--- config.mk ---
export PLATFORM = sky130hd
export DESIGN_NAME = fix_parser_top
export DESIGN_NICKNAME = d
export VERILOG_FILES = /design/src/fix_pkg.sv /design/src/fix_tok_if.sv /design/src/fix_parser_top.sv /design/src/fix_checksum.sv /design/src/fix_field_extract.sv /design/src/fix_tokenizer.sv
export VERILOG_INCLUDE_DIRS = /design/src
export SDC_FILE = /design/constraint.sdc
export NUM_CORES = 1
export LEC_CHECK = 0
export BUFFER_PORTS_ARGS = -buffer_cell sky130_fd_sc_hd__buf_2
export CAP_MARGIN = 20
export CORE_MARGIN = 10
export CORE_UTILIZATION = 55
export DETAILED_ROUTE_END_ITERATION = 7
export GPL_TIMING_DRIVEN = 1
export PLACE_DENSITY = 0.8
export SLEW_MARGIN = 20
export SYNTH_ARGS = -nofsm -noshare
export SYNTH_HDL_FRONTEND = slang
export SYNTH_SLANG_ARGS = --single-unit
--- constraint.sdc ---
create_clock -name clk -period 16.58 [get_ports clk]
set_clock_uncertainty 0.15 [all_clocks]
set_input_delay 3.316 -clock clk [delete_from_list [all_inputs] [get_ports clk]]
set_output_delay 3.316 -clock clk [all_outputs]
set_load 0.02 [all_outputs]
--- src/fix_cfg.svh ---
// ################################################
// build-time sizes and delimiter bytes for the FIX parser
// include this wherever a width or delimiter is needed
// ################################################

`ifndef FIX_CFG_SVH
`define FIX_CFG_SVH

// number of tag digits held, oldest dropped first
`define FIX_TAG_BYTES 4

// number of value bytes held, oldest dropped first
`define FIX_VALUE_BYTES 32

// field delimiter and tag/value separator
`define FIX_SOH 8'h01
`define FIX_EQ 8'h3d

`endif
--- src/fix_pkg.sv ---
// ################################################
// shared types for the FIX parser and its testbench
// compile before any file that imports it
// ################################################

`include "fix_cfg.svh"

package fix_pkg;

	// ################################################
	// field payload types
	// ################################################

	// tag digits in ASCII, right-aligned
	typedef logic [`FIX_TAG_BYTES*8-1:0] fix_tag_t;

	// value bytes in ASCII, right-aligned
	typedef logic [`FIX_VALUE_BYTES*8-1:0] fix_value_t;

	// ################################################
	// byte classes from the tokenizer
	// ################################################

	typedef enum logic [1:0] {
		CLS_TAG,
		CLS_VALUE,
		CLS_EQ,
		CLS_SOH
	} fix_class_e;

	// BeginString opens a message, CheckSum closes it
	localparam fix_tag_t TAG_BEGIN_STRING = fix_tag_t'(8'h38);
	localparam fix_tag_t TAG_CHECKSUM = fix_tag_t'(16'h3130);

endpackage

--- src/fix_tok_if.sv ---
// ################################################
// buses between the parser blocks
// fix_tok_if carries classified bytes, fix_field_if finished fields
// ################################################

`timescale 1ns/1ps

interface fix_tok_if;
	import fix_pkg::*;

	logic       tok_valid;
	logic [7:0] tok_byte;
	fix_class_e tok_class;
	logic       tok_first;

	modport src (output tok_valid, output tok_byte, output tok_class, output tok_first);
	modport snk (input tok_valid, input tok_byte, input tok_class, input tok_first);
endinterface

interface fix_field_if;
	import fix_pkg::*;

	logic       fld_valid;
	fix_tag_t   fld_tag;
	fix_value_t fld_value;
	logic       fld_sof;
	logic       fld_eob;

	modport src (output fld_valid, output fld_tag, output fld_value, output fld_sof, output fld_eob);
	modport snk (input fld_valid, input fld_tag, input fld_value, input fld_sof, input fld_eob);
endinterface

--- src/fix_parser_top.sv ---
// ################################################
// top level of the FIX parser
// takes one byte per valid_i strobe and reports fields,
// message boundaries and the checksum result as pulses
// ################################################

`timescale 1ns/1ps

module fix_parser_top (
	input  logic               clk,
	input  logic               rst,
	input  logic [7:0]         data_i,
	input  logic               valid_i,
	output logic               field_valid_o,
	output fix_pkg::fix_tag_t   tag_o,
	output fix_pkg::fix_value_t value_o,
	output logic               start_of_header_o,
	output logic               end_of_body_o,
	output logic               msg_done_o,
	output logic               checksum_ok_o
);

	fix_tok_if   tok_bus ();
	fix_field_if fld_bus ();

	// ################################################
	// parser pipeline
	// ################################################

	fix_tokenizer i_tokenizer (
		.clk     (clk),
		.rst     (rst),
		.data_i  (data_i),
		.valid_i (valid_i),
		.tok_o   (tok_bus.src)
	);

	fix_field_extract i_extract (
		.clk   (clk),
		.rst   (rst),
		.tok_i (tok_bus.snk),
		.fld_o (fld_bus.src)
	);

	fix_checksum i_checksum (
		.clk           (clk),
		.rst           (rst),
		.tok_i         (tok_bus.snk),
		.fld_i         (fld_bus.snk),
		.msg_done_o    (msg_done_o),
		.checksum_ok_o (checksum_ok_o)
	);

	// field bus straight to the pins
	assign field_valid_o = fld_bus.fld_valid;
	assign tag_o = fld_bus.fld_tag;
	assign value_o = fld_bus.fld_value;
	assign start_of_header_o = fld_bus.fld_sof;
	assign end_of_body_o = fld_bus.fld_eob;

endmodule

--- src/fix_checksum.sv ---
// ################################################
// FIX checksum checker
// sums every tokenized byte of a message and compares the
// sum before the CheckSum field with the three digits it carries
// ################################################

`timescale 1ns/1ps

module fix_checksum (
	input  logic     clk,
	input  logic     rst,
	fix_tok_if.snk   tok_i,
	fix_field_if.snk fld_i,
	output logic     msg_done_o,
	output logic     checksum_ok_o
);
	localparam logic [7:0] ASCII_ZERO = 8'h30;
	localparam logic [7:0] ASCII_NINE = 8'h39;

	logic [7:0] run_sum;
	logic [7:0] commit_sum;
	logic [7:0] byte_add;
	logic [9:0] rx_sum;
	logic       digits_ok;
	logic       field_done;
	logic       end_of_msg;

	function automatic logic is_digit(input logic [7:0] c);
		return (c >= ASCII_ZERO) && (c <= ASCII_NINE);
	endfunction

	// the low nibble of an ASCII digit is its value
	function automatic logic [9:0] digit_val(input logic [7:0] c);
		return {6'd0, c[3:0]};
	endfunction

	// ################################################
	// received checksum, last three value bytes
	// ################################################

	assign digits_ok = is_digit(fld_i.fld_value[23:16])
		&& is_digit(fld_i.fld_value[15:8])
		&& is_digit(fld_i.fld_value[7:0]);

	assign rx_sum = digit_val(fld_i.fld_value[23:16]) * 10'd100
		+ digit_val(fld_i.fld_value[15:8]) * 10'd10
		+ digit_val(fld_i.fld_value[7:0]);

	// ################################################
	// running and committed sums
	// ################################################

	assign byte_add = tok_i.tok_valid ? tok_i.tok_byte : 8'h00;
	assign field_done = fld_i.fld_valid && !fld_i.fld_eob;
	assign end_of_msg = fld_i.fld_valid && fld_i.fld_eob;

	always_ff @(posedge clk) begin
		if (rst) begin
			run_sum <= 8'h00;
			commit_sum <= 8'h00;
			msg_done_o <= 1'b0;
			checksum_ok_o <= 1'b0;
		end else begin
			if (end_of_msg) begin
				// a byte of the next message may already be on the bus
				run_sum <= byte_add;
				commit_sum <= 8'h00;
			end else begin
				run_sum <= run_sum + byte_add;
				if (field_done) begin
					commit_sum <= run_sum;
				end
			end
			msg_done_o <= end_of_msg;
			checksum_ok_o <= end_of_msg && digits_ok && (rx_sum == {2'b00, commit_sum});
		end
	end

endmodule

--- src/fix_field_extract.sv ---
// ################################################
// field extractor of the FIX parser
// collects tag and value bytes from the token bus and
// emits one field per SOH, flagging BeginString and CheckSum
// ################################################

`timescale 1ns/1ps
`include "fix_cfg.svh"

module fix_field_extract (
	input  logic    clk,
	input  logic    rst,
	fix_tok_if.snk  tok_i,
	fix_field_if.src fld_o
);
	import fix_pkg::*;

	localparam int TAG_W = `FIX_TAG_BYTES * 8;
	localparam int VALUE_W = `FIX_VALUE_BYTES * 8;

	fix_tag_t   tag_q;
	fix_value_t value_q;

	logic tok_tag;
	logic tok_value;
	logic tok_soh;
	logic is_begin;
	logic is_checksum;

	assign tok_tag = tok_i.tok_valid && (tok_i.tok_class == CLS_TAG);
	assign tok_value = tok_i.tok_valid && (tok_i.tok_class == CLS_VALUE);
	assign tok_soh = tok_i.tok_valid && (tok_i.tok_class == CLS_SOH);

	// ################################################
	// tag and value shift registers
	// ################################################

	// new bytes enter at the bottom, the oldest fall off the top
	always_ff @(posedge clk) begin
		if (tok_tag) begin
			if (tok_i.tok_first) begin
				tag_q <= fix_tag_t'(tok_i.tok_byte);
			end else begin
				tag_q <= {tag_q[TAG_W-9:0], tok_i.tok_byte};
			end
		end
	end

	always_ff @(posedge clk) begin
		if (tok_value) begin
			if (tok_i.tok_first) begin
				value_q <= fix_value_t'(tok_i.tok_byte);
			end else begin
				value_q <= {value_q[VALUE_W-9:0], tok_i.tok_byte};
			end
		end
	end

	// ################################################
	// field output
	// ################################################

	assign is_begin = (tag_q == TAG_BEGIN_STRING);
	assign is_checksum = (tag_q == TAG_CHECKSUM);

	// flags are pulses that line up with fld_valid
	always_ff @(posedge clk) begin
		if (rst) begin
			fld_o.fld_valid <= 1'b0;
			fld_o.fld_sof <= 1'b0;
			fld_o.fld_eob <= 1'b0;
		end else begin
			fld_o.fld_valid <= tok_soh;
			fld_o.fld_sof <= tok_soh && is_begin;
			fld_o.fld_eob <= tok_soh && is_checksum;
		end
	end

	always_ff @(posedge clk) begin
		if (tok_soh) begin
			fld_o.fld_tag <= tag_q;
			fld_o.fld_value <= value_q;
		end
	end

endmodule

--- src/fix_tokenizer.sv ---
// ################################################
// byte classifier at the front of the FIX parser
// labels each input byte as tag, value or delimiter
// and presents it on the token bus one cycle later
// ################################################

`timescale 1ns/1ps
`include "fix_cfg.svh"

module fix_tokenizer (
	input  logic       clk,
	input  logic       rst,
	input  logic [7:0] data_i,
	input  logic       valid_i,
	fix_tok_if.src     tok_o
);
	import fix_pkg::*;

	// set between '=' and SOH
	logic       in_value;
	// previous byte closed a tag or a value
	logic       after_delim;
	fix_class_e byte_class;
	logic       is_data;

	// ################################################
	// classification
	// ################################################

	always_comb begin
		if (data_i == `FIX_SOH) begin
			byte_class = CLS_SOH;
		end else if (data_i == `FIX_EQ && !in_value) begin
			byte_class = CLS_EQ;
		end else if (in_value) begin
			// a second '=' inside a value is plain data
			byte_class = CLS_VALUE;
		end else begin
			byte_class = CLS_TAG;
		end
	end

	assign is_data = (byte_class == CLS_TAG) || (byte_class == CLS_VALUE);

	always_ff @(posedge clk) begin
		if (rst) begin
			in_value <= 1'b0;
			after_delim <= 1'b1;
		end else if (valid_i) begin
			in_value <= (byte_class == CLS_EQ) || (in_value && byte_class != CLS_SOH);
			after_delim <= !is_data;
		end
	end

	// ################################################
	// token register
	// ################################################

	always_ff @(posedge clk) begin
		if (rst) begin
			tok_o.tok_valid <= 1'b0;
		end else begin
			tok_o.tok_valid <= valid_i;
		end
	end

	always_ff @(posedge clk) begin
		if (valid_i) begin
			tok_o.tok_byte <= data_i;
			tok_o.tok_class <= byte_class;
			tok_o.tok_first <= after_delim && is_data;
		end
	end

endmodule

Word-level counts from Yosys, hierarchy flattened:

Index checks and enable logic that the tools add are counted.

* input port bits: 11
* register bits after elaboration: 611
* output and inout port bits: 293
* word-level logic and storage cells: 70

* $add $sub $neg: 3
* reductions and logical operators: 25
* equal/unequal tests: 10
* $mul: 2
* multiplexer cells: 5
* $lt $le $gt $ge: 6

Operator list (number)
* $eq 32x14->1 const B: 1
* $eq 32x6->1 const B: 1
* $ge 8x6->1 const B: 3
* $le 8x6->1 const B: 3
* $logic_and 1x1->1: 17
* $mux 8: 2
* $add 10x4->10: 1
* $add 10x8->10: 1
* $eq 10x8->1: 1
* $add 8x8->8: 1
* $eq 8x1->1 const B: 1
* $eq 8x6->1 const B: 1
* $mul 4x5->8 const B: 1
* $mul 4x3->7 const B: 1
* $eq 2x1->1 const B: 2
* $eq 2x2->1 const B: 2
* $logic_not 2->1: 2
* $mux 2: 2
* $logic_not 1->1: 3
* $logic_or 1x1->1: 2
* $ne 2x2->1 const B: 1
* $reduce_or 2->1: 1
* $mux 1: 1

Depth between registers and ports, before layout:

* word-level depth: 7
* mapped depth: 14
* gate-level depth less buffers: 14

Hierarchy:

Synthesis repeated with hierarchy kept, for this count alone.

* cell total of the unflattened synthesis: 1157
* area, all modules: 21783.4 sq um

By module, submodules not included
* fix_field_extract: instances 1, area each 19403.6 sq um, cells each 899
* fix_checksum: instances 1, area each 1878.1 sq um, cells each 228
* fix_tokenizer: instances 1, area each 501.7 sq um, cells each 30

Worst setup path before layout:

No wires, ideal clock.

* path type: flip-flop to flip-flop
* start point: reg i_tokenizer.tok_o.tok_valid
* end point: reg i_extract.value_q[0] (enable)
* setup slack: 4.316 ns
* arrival: 11.237 ns
* clock period less this slack: 12.264 ns
* path buffers: 1
* stages on the path, launching flop included: 4
* library setup time: 0.877 ns
* path through: dfxtp_1 > clkbuf_1 > nand2_1 > nor2_1

* cells in the longest elaborated chain, start to end: 1

Ends and longest elaborated chain
* from (decl): RTL line fix_tok_if.sv:16 `modport src (output tok_valid, output tok_byte, output tok_class, output tok_first);`
* from (signal assigned): RTL line fix_tokenizer.sv:63 `tok_o.tok_valid <= valid_i;`
* $logic_and 1x1->1: RTL line fix_field_extract.sv:31 `assign tok_value = tok_i.tok_valid && (tok_i.tok_class == CLS_VALUE);`
* named net i_extract.tok_value: RTL line fix_field_extract.sv:25 `logic tok_value;`
* to (signal assigned): RTL line fix_field_extract.sv:52 `value_q <= fix_value_t'(tok_i.tok_byte);`
* to (signal assigned): RTL line fix_field_extract.sv:54 `value_q <= {value_q[VALUE_W-9:0], tok_i.tok_byte};`
* to (decl): RTL line fix_field_extract.sv:22 `fix_value_t value_q;`

The timed path passes the listed nets, and every way through them passes these cells.
A chain may end at the register's enable or synchronous reset.

Worst setup path in the final report:

* start point: reg i_extract.fld_o.fld_valid
* end point: out field_valid_o

RTL lines
* from (decl): RTL line fix_tok_if.sv:29 `modport src (output fld_valid, output fld_tag, output fld_value, output fld_sof, output fld_eob);`
* from (signal assigned): RTL line fix_field_extract.sv:73 `fld_o.fld_valid <= tok_soh;`
* to (decl): RTL line fix_parser_top.sv:14 `output logic field_valid_o,`

No word-level cell between the ends.

==> results.json <==
{
  "hold_slack_ns": 0.2713,
  "cp_num_buf_inv": 1,
  "vias": 10550,
  "syn_to_final_growth_pct": 17.82,
  "worstPathCellList": "buf_2",
  "rows": 72,
  "cp.required_ns": 13.11,
  "track_usage_pct": 17.00,
  "drt_iter0_markers": 780,
  "clock_path_buffers": 3,
  "ys_seq_elements": 611,
  "power.internal_mw": 2.423,
  "avgSynthCellArea_um2": 18.76,
  "async_flop_share_pct": 0,
  "leakage_nw": 8.993,
  "hp-class": "reg2reg",
  "drt-pass1-iter-count": 5,
  "post_cts_buffers": 0,
  "grt_setup_unrepaired": "no",
  "period_share_pct": 29.92,
  "cts-hold-fix-buffers": 0,
  "power.density_nw_per_um2": 118.4,
  "viasPerCell": 5.141,
  "post_cts_resize_count": 0,
  "stdcell_count": 2052,
  "cts_tree": "built",
  "clock-root-buffer": "clkbuf_16",
  "regArea_um2": 18110,
  "synth_edf_count": 587,
  "seqPwrFrac_pct": 56.7,
  "pwr-share-comb_pct": 2.5,
  "worstMarginPinSlew_ns": 1.188,
  "synth_area_leader_cell": "edfxtp_1",
  "cts_made_buffers": 57,
  "setup_violations": 0,
  "grt_overflow_total": 0,
  "fillers": 2548,
  "outcome": "complete, no violations",
  "p_sw_mw": 0.6021,
  "yosys.area.top_type_share_pct": 81.28,
  "drive_gt1_share_pct": 25.75,
  "synthCells": 1156,
  "num_antenna_cells": 0,
  "placed_cell_area_um2": 23800,
  "timing.slew.headroom_pct": 20.83,
  "cpPeakStageDelay_ns": 0.62,
  "crit_path_max_fanout": 19,
  "multi_input_area_um2": 3347,
  "max_clock_freq_mhz": 201.6,
  "dp_hpwl_um": 27160,
  "synth_ff_type": "edfxtp_1",
  "coreArea_um2": 38830,
  "start_util_pct": 55.86,
  "wirelength_um": 41800,
  "clkTransAtPathRegs_ns": 0.06,
  "ant_nets": 0,
  "io_pins": 304,
  "yosysMostFrequentCell": "edfxtp_1",
  "yosys-top-cells-area": "edfxtp_1, nor2b_1, dfxtp_1, ha_1, clkbuf_1",
  "tns_ns": 0,
  "antenna_found_initial": 0,
  "die_area_um2": 47770,
  "finalCoreUtilization_pct": 65.81,
  "grt_max_degree": 206,
  "finalHoldViolations": 0,
  "critPathLaunchType": "flip-flop",
  "power.share.clock_pct": 40.8,
  "clk_latency_ns": 0.61,
  "peakVddDrop_mv": 0.09557,
  "syn_nets": 1208,
  "ys_top_cells_by_count": "edfxtp_1, nor2b_1, clkbuf_1, ha_1, inv_1",
  "cap_viol_max_count": 0,
  "report.final.slew_viol_count": 0,
  "synth_seq_area_share_pct": 83.49,
  "numPlacedInstances": 1949,
  "fin_nets": 1542,
  "sw_frac_of_total_pct": 19.90,
  "die_w_um": 218.6,
  "syn-cell-area_um2": 21690,
  "die_y_um": 218.6,
  "grt_pass1_vias": 10760,
  "end_kind": "primary output",
  "clock-sinks": 611,
  "min_period_ns": 4.960,
  "critical_path.top_delay_family": "flip-flops",
  "drc_errors": 0,
  "gp_congestion": 0.7868,
  "design_area_um2": 25550,
  "path_class": "reg2out",
  "ys_warn_count": 0,
  "grt_pass1_wl_um": 62580,
  "arrival_ns": 1.49,
  "slowest_stage": "dfxtp_1",
  "yosys.cell_types.count": 46,
  "htreeDepth": 2,
  "avgRoutedWirePerCell_um": 20.37,
  "io_buffers": 303
}
final timing paths:
check | to | depth (start not counted) | slack (ns) | from
hold / removal | i_extract.fld_o.fld_value[255]$_DFFE_PP_ | 0 | 0.27 | i_extract.value_q[255]$_SDFFCE_PP0P_
hold reg to reg | i_extract.fld_o.fld_value[255]$_DFFE_PP_ | 0 | 0.27 | i_extract.value_q[255]$_SDFFCE_PP0P_
setup / recovery | field_valid_o | 1 | 11.62 | i_extract.fld_o.fld_valid$_SDFF_PP0_
setup reg to reg | i_extract.fld_o.fld_value[251]$_DFFE_PP_ | 4 | 12.42 | i_tokenizer.tok_o.tok_valid$_SDFF_PP0_
flip-flops by register name, indices dropped and copies added, names as in the netlist, 2 cells and up, named ones only:
name                         cells
i_extract.fld_o.fld_value      256
i_extract.fld_o.fld_tag         32
i_checksum.run_sum               8
i_extract.value_q              256
i_tokenizer.tok_o.tok_byte       8
i_extract.tag_q                 32
i_tokenizer.tok_o.tok_class      2
i_checksum.commit_sum            8
layer usage:
layer	track usage, %	wire length (um)
met5	0	0
met4	5.462	931
met3	4.876	3591
met2	28.45	20880
met1	21.00	16400
layout by cell type, fill, tap and decap left out, drive strengths merged, types with 4 or more instances in the layout:
master,n
edfxtp,587
buf,312
nor2b,284
clkbuf,74
ha,35
inv,30
dfxtp,24
a21oi,21
clkinv,20
nand2,17
nor2,14
xnor2,12
o21ai,9
nor4,9
nand2b,8
nand3b,8
and2,7
xor2,6
fa,6
nor4b,5
nand4,5
nor3,4
nand3,4
bufinv,4
layout make-up:
cell class	instances	share of cell area, %
Multi-Input combinational cell	482	13.10
Clock buffer	74	5.832
Tap cell	518	2.536
Timing Repair Buffer	312	6.248
Clock inverter	29	1.009
Sequential cell	611	70.86
Inverter	26	0.4113
power by group through the flow:
stage | combinational (mW) | clock, mW | sequential, mW
floorplan | 0.0449 | 0 | 1.76
global placement | 0.0742 | 0 | 1.75
detailed placement | 0.0765 | 0 | 1.75
CTS | 0.0768 | 1.26 | 1.72
global route | 0.0838 | 1.32 | 1.72
finish | 0.0756 | 1.23 | 1.72
logic make-up after synthesis:
family	after synthesis	share of synthesized area [%]
adders and majority gates	41	2.573
buffers and inverters	63	1.131
muxes	2	0.09231
DFF	611	83.49
AOI/OAI and AO/OA	47	1.379
xor gates and xnor gates	18	0.7269
and+or+nand+nor	374	10.60
through the flow:
step	setup slack (ns)	total power, mW
after floorplan	4.316	1.803
after detailed placement	11.77	1.825
final	11.62	3.025
after global placement	11.85	1.822
after global routing	11.51	3.119
after CTS	11.58	3.051
Power figures use the tool's default switching activity.
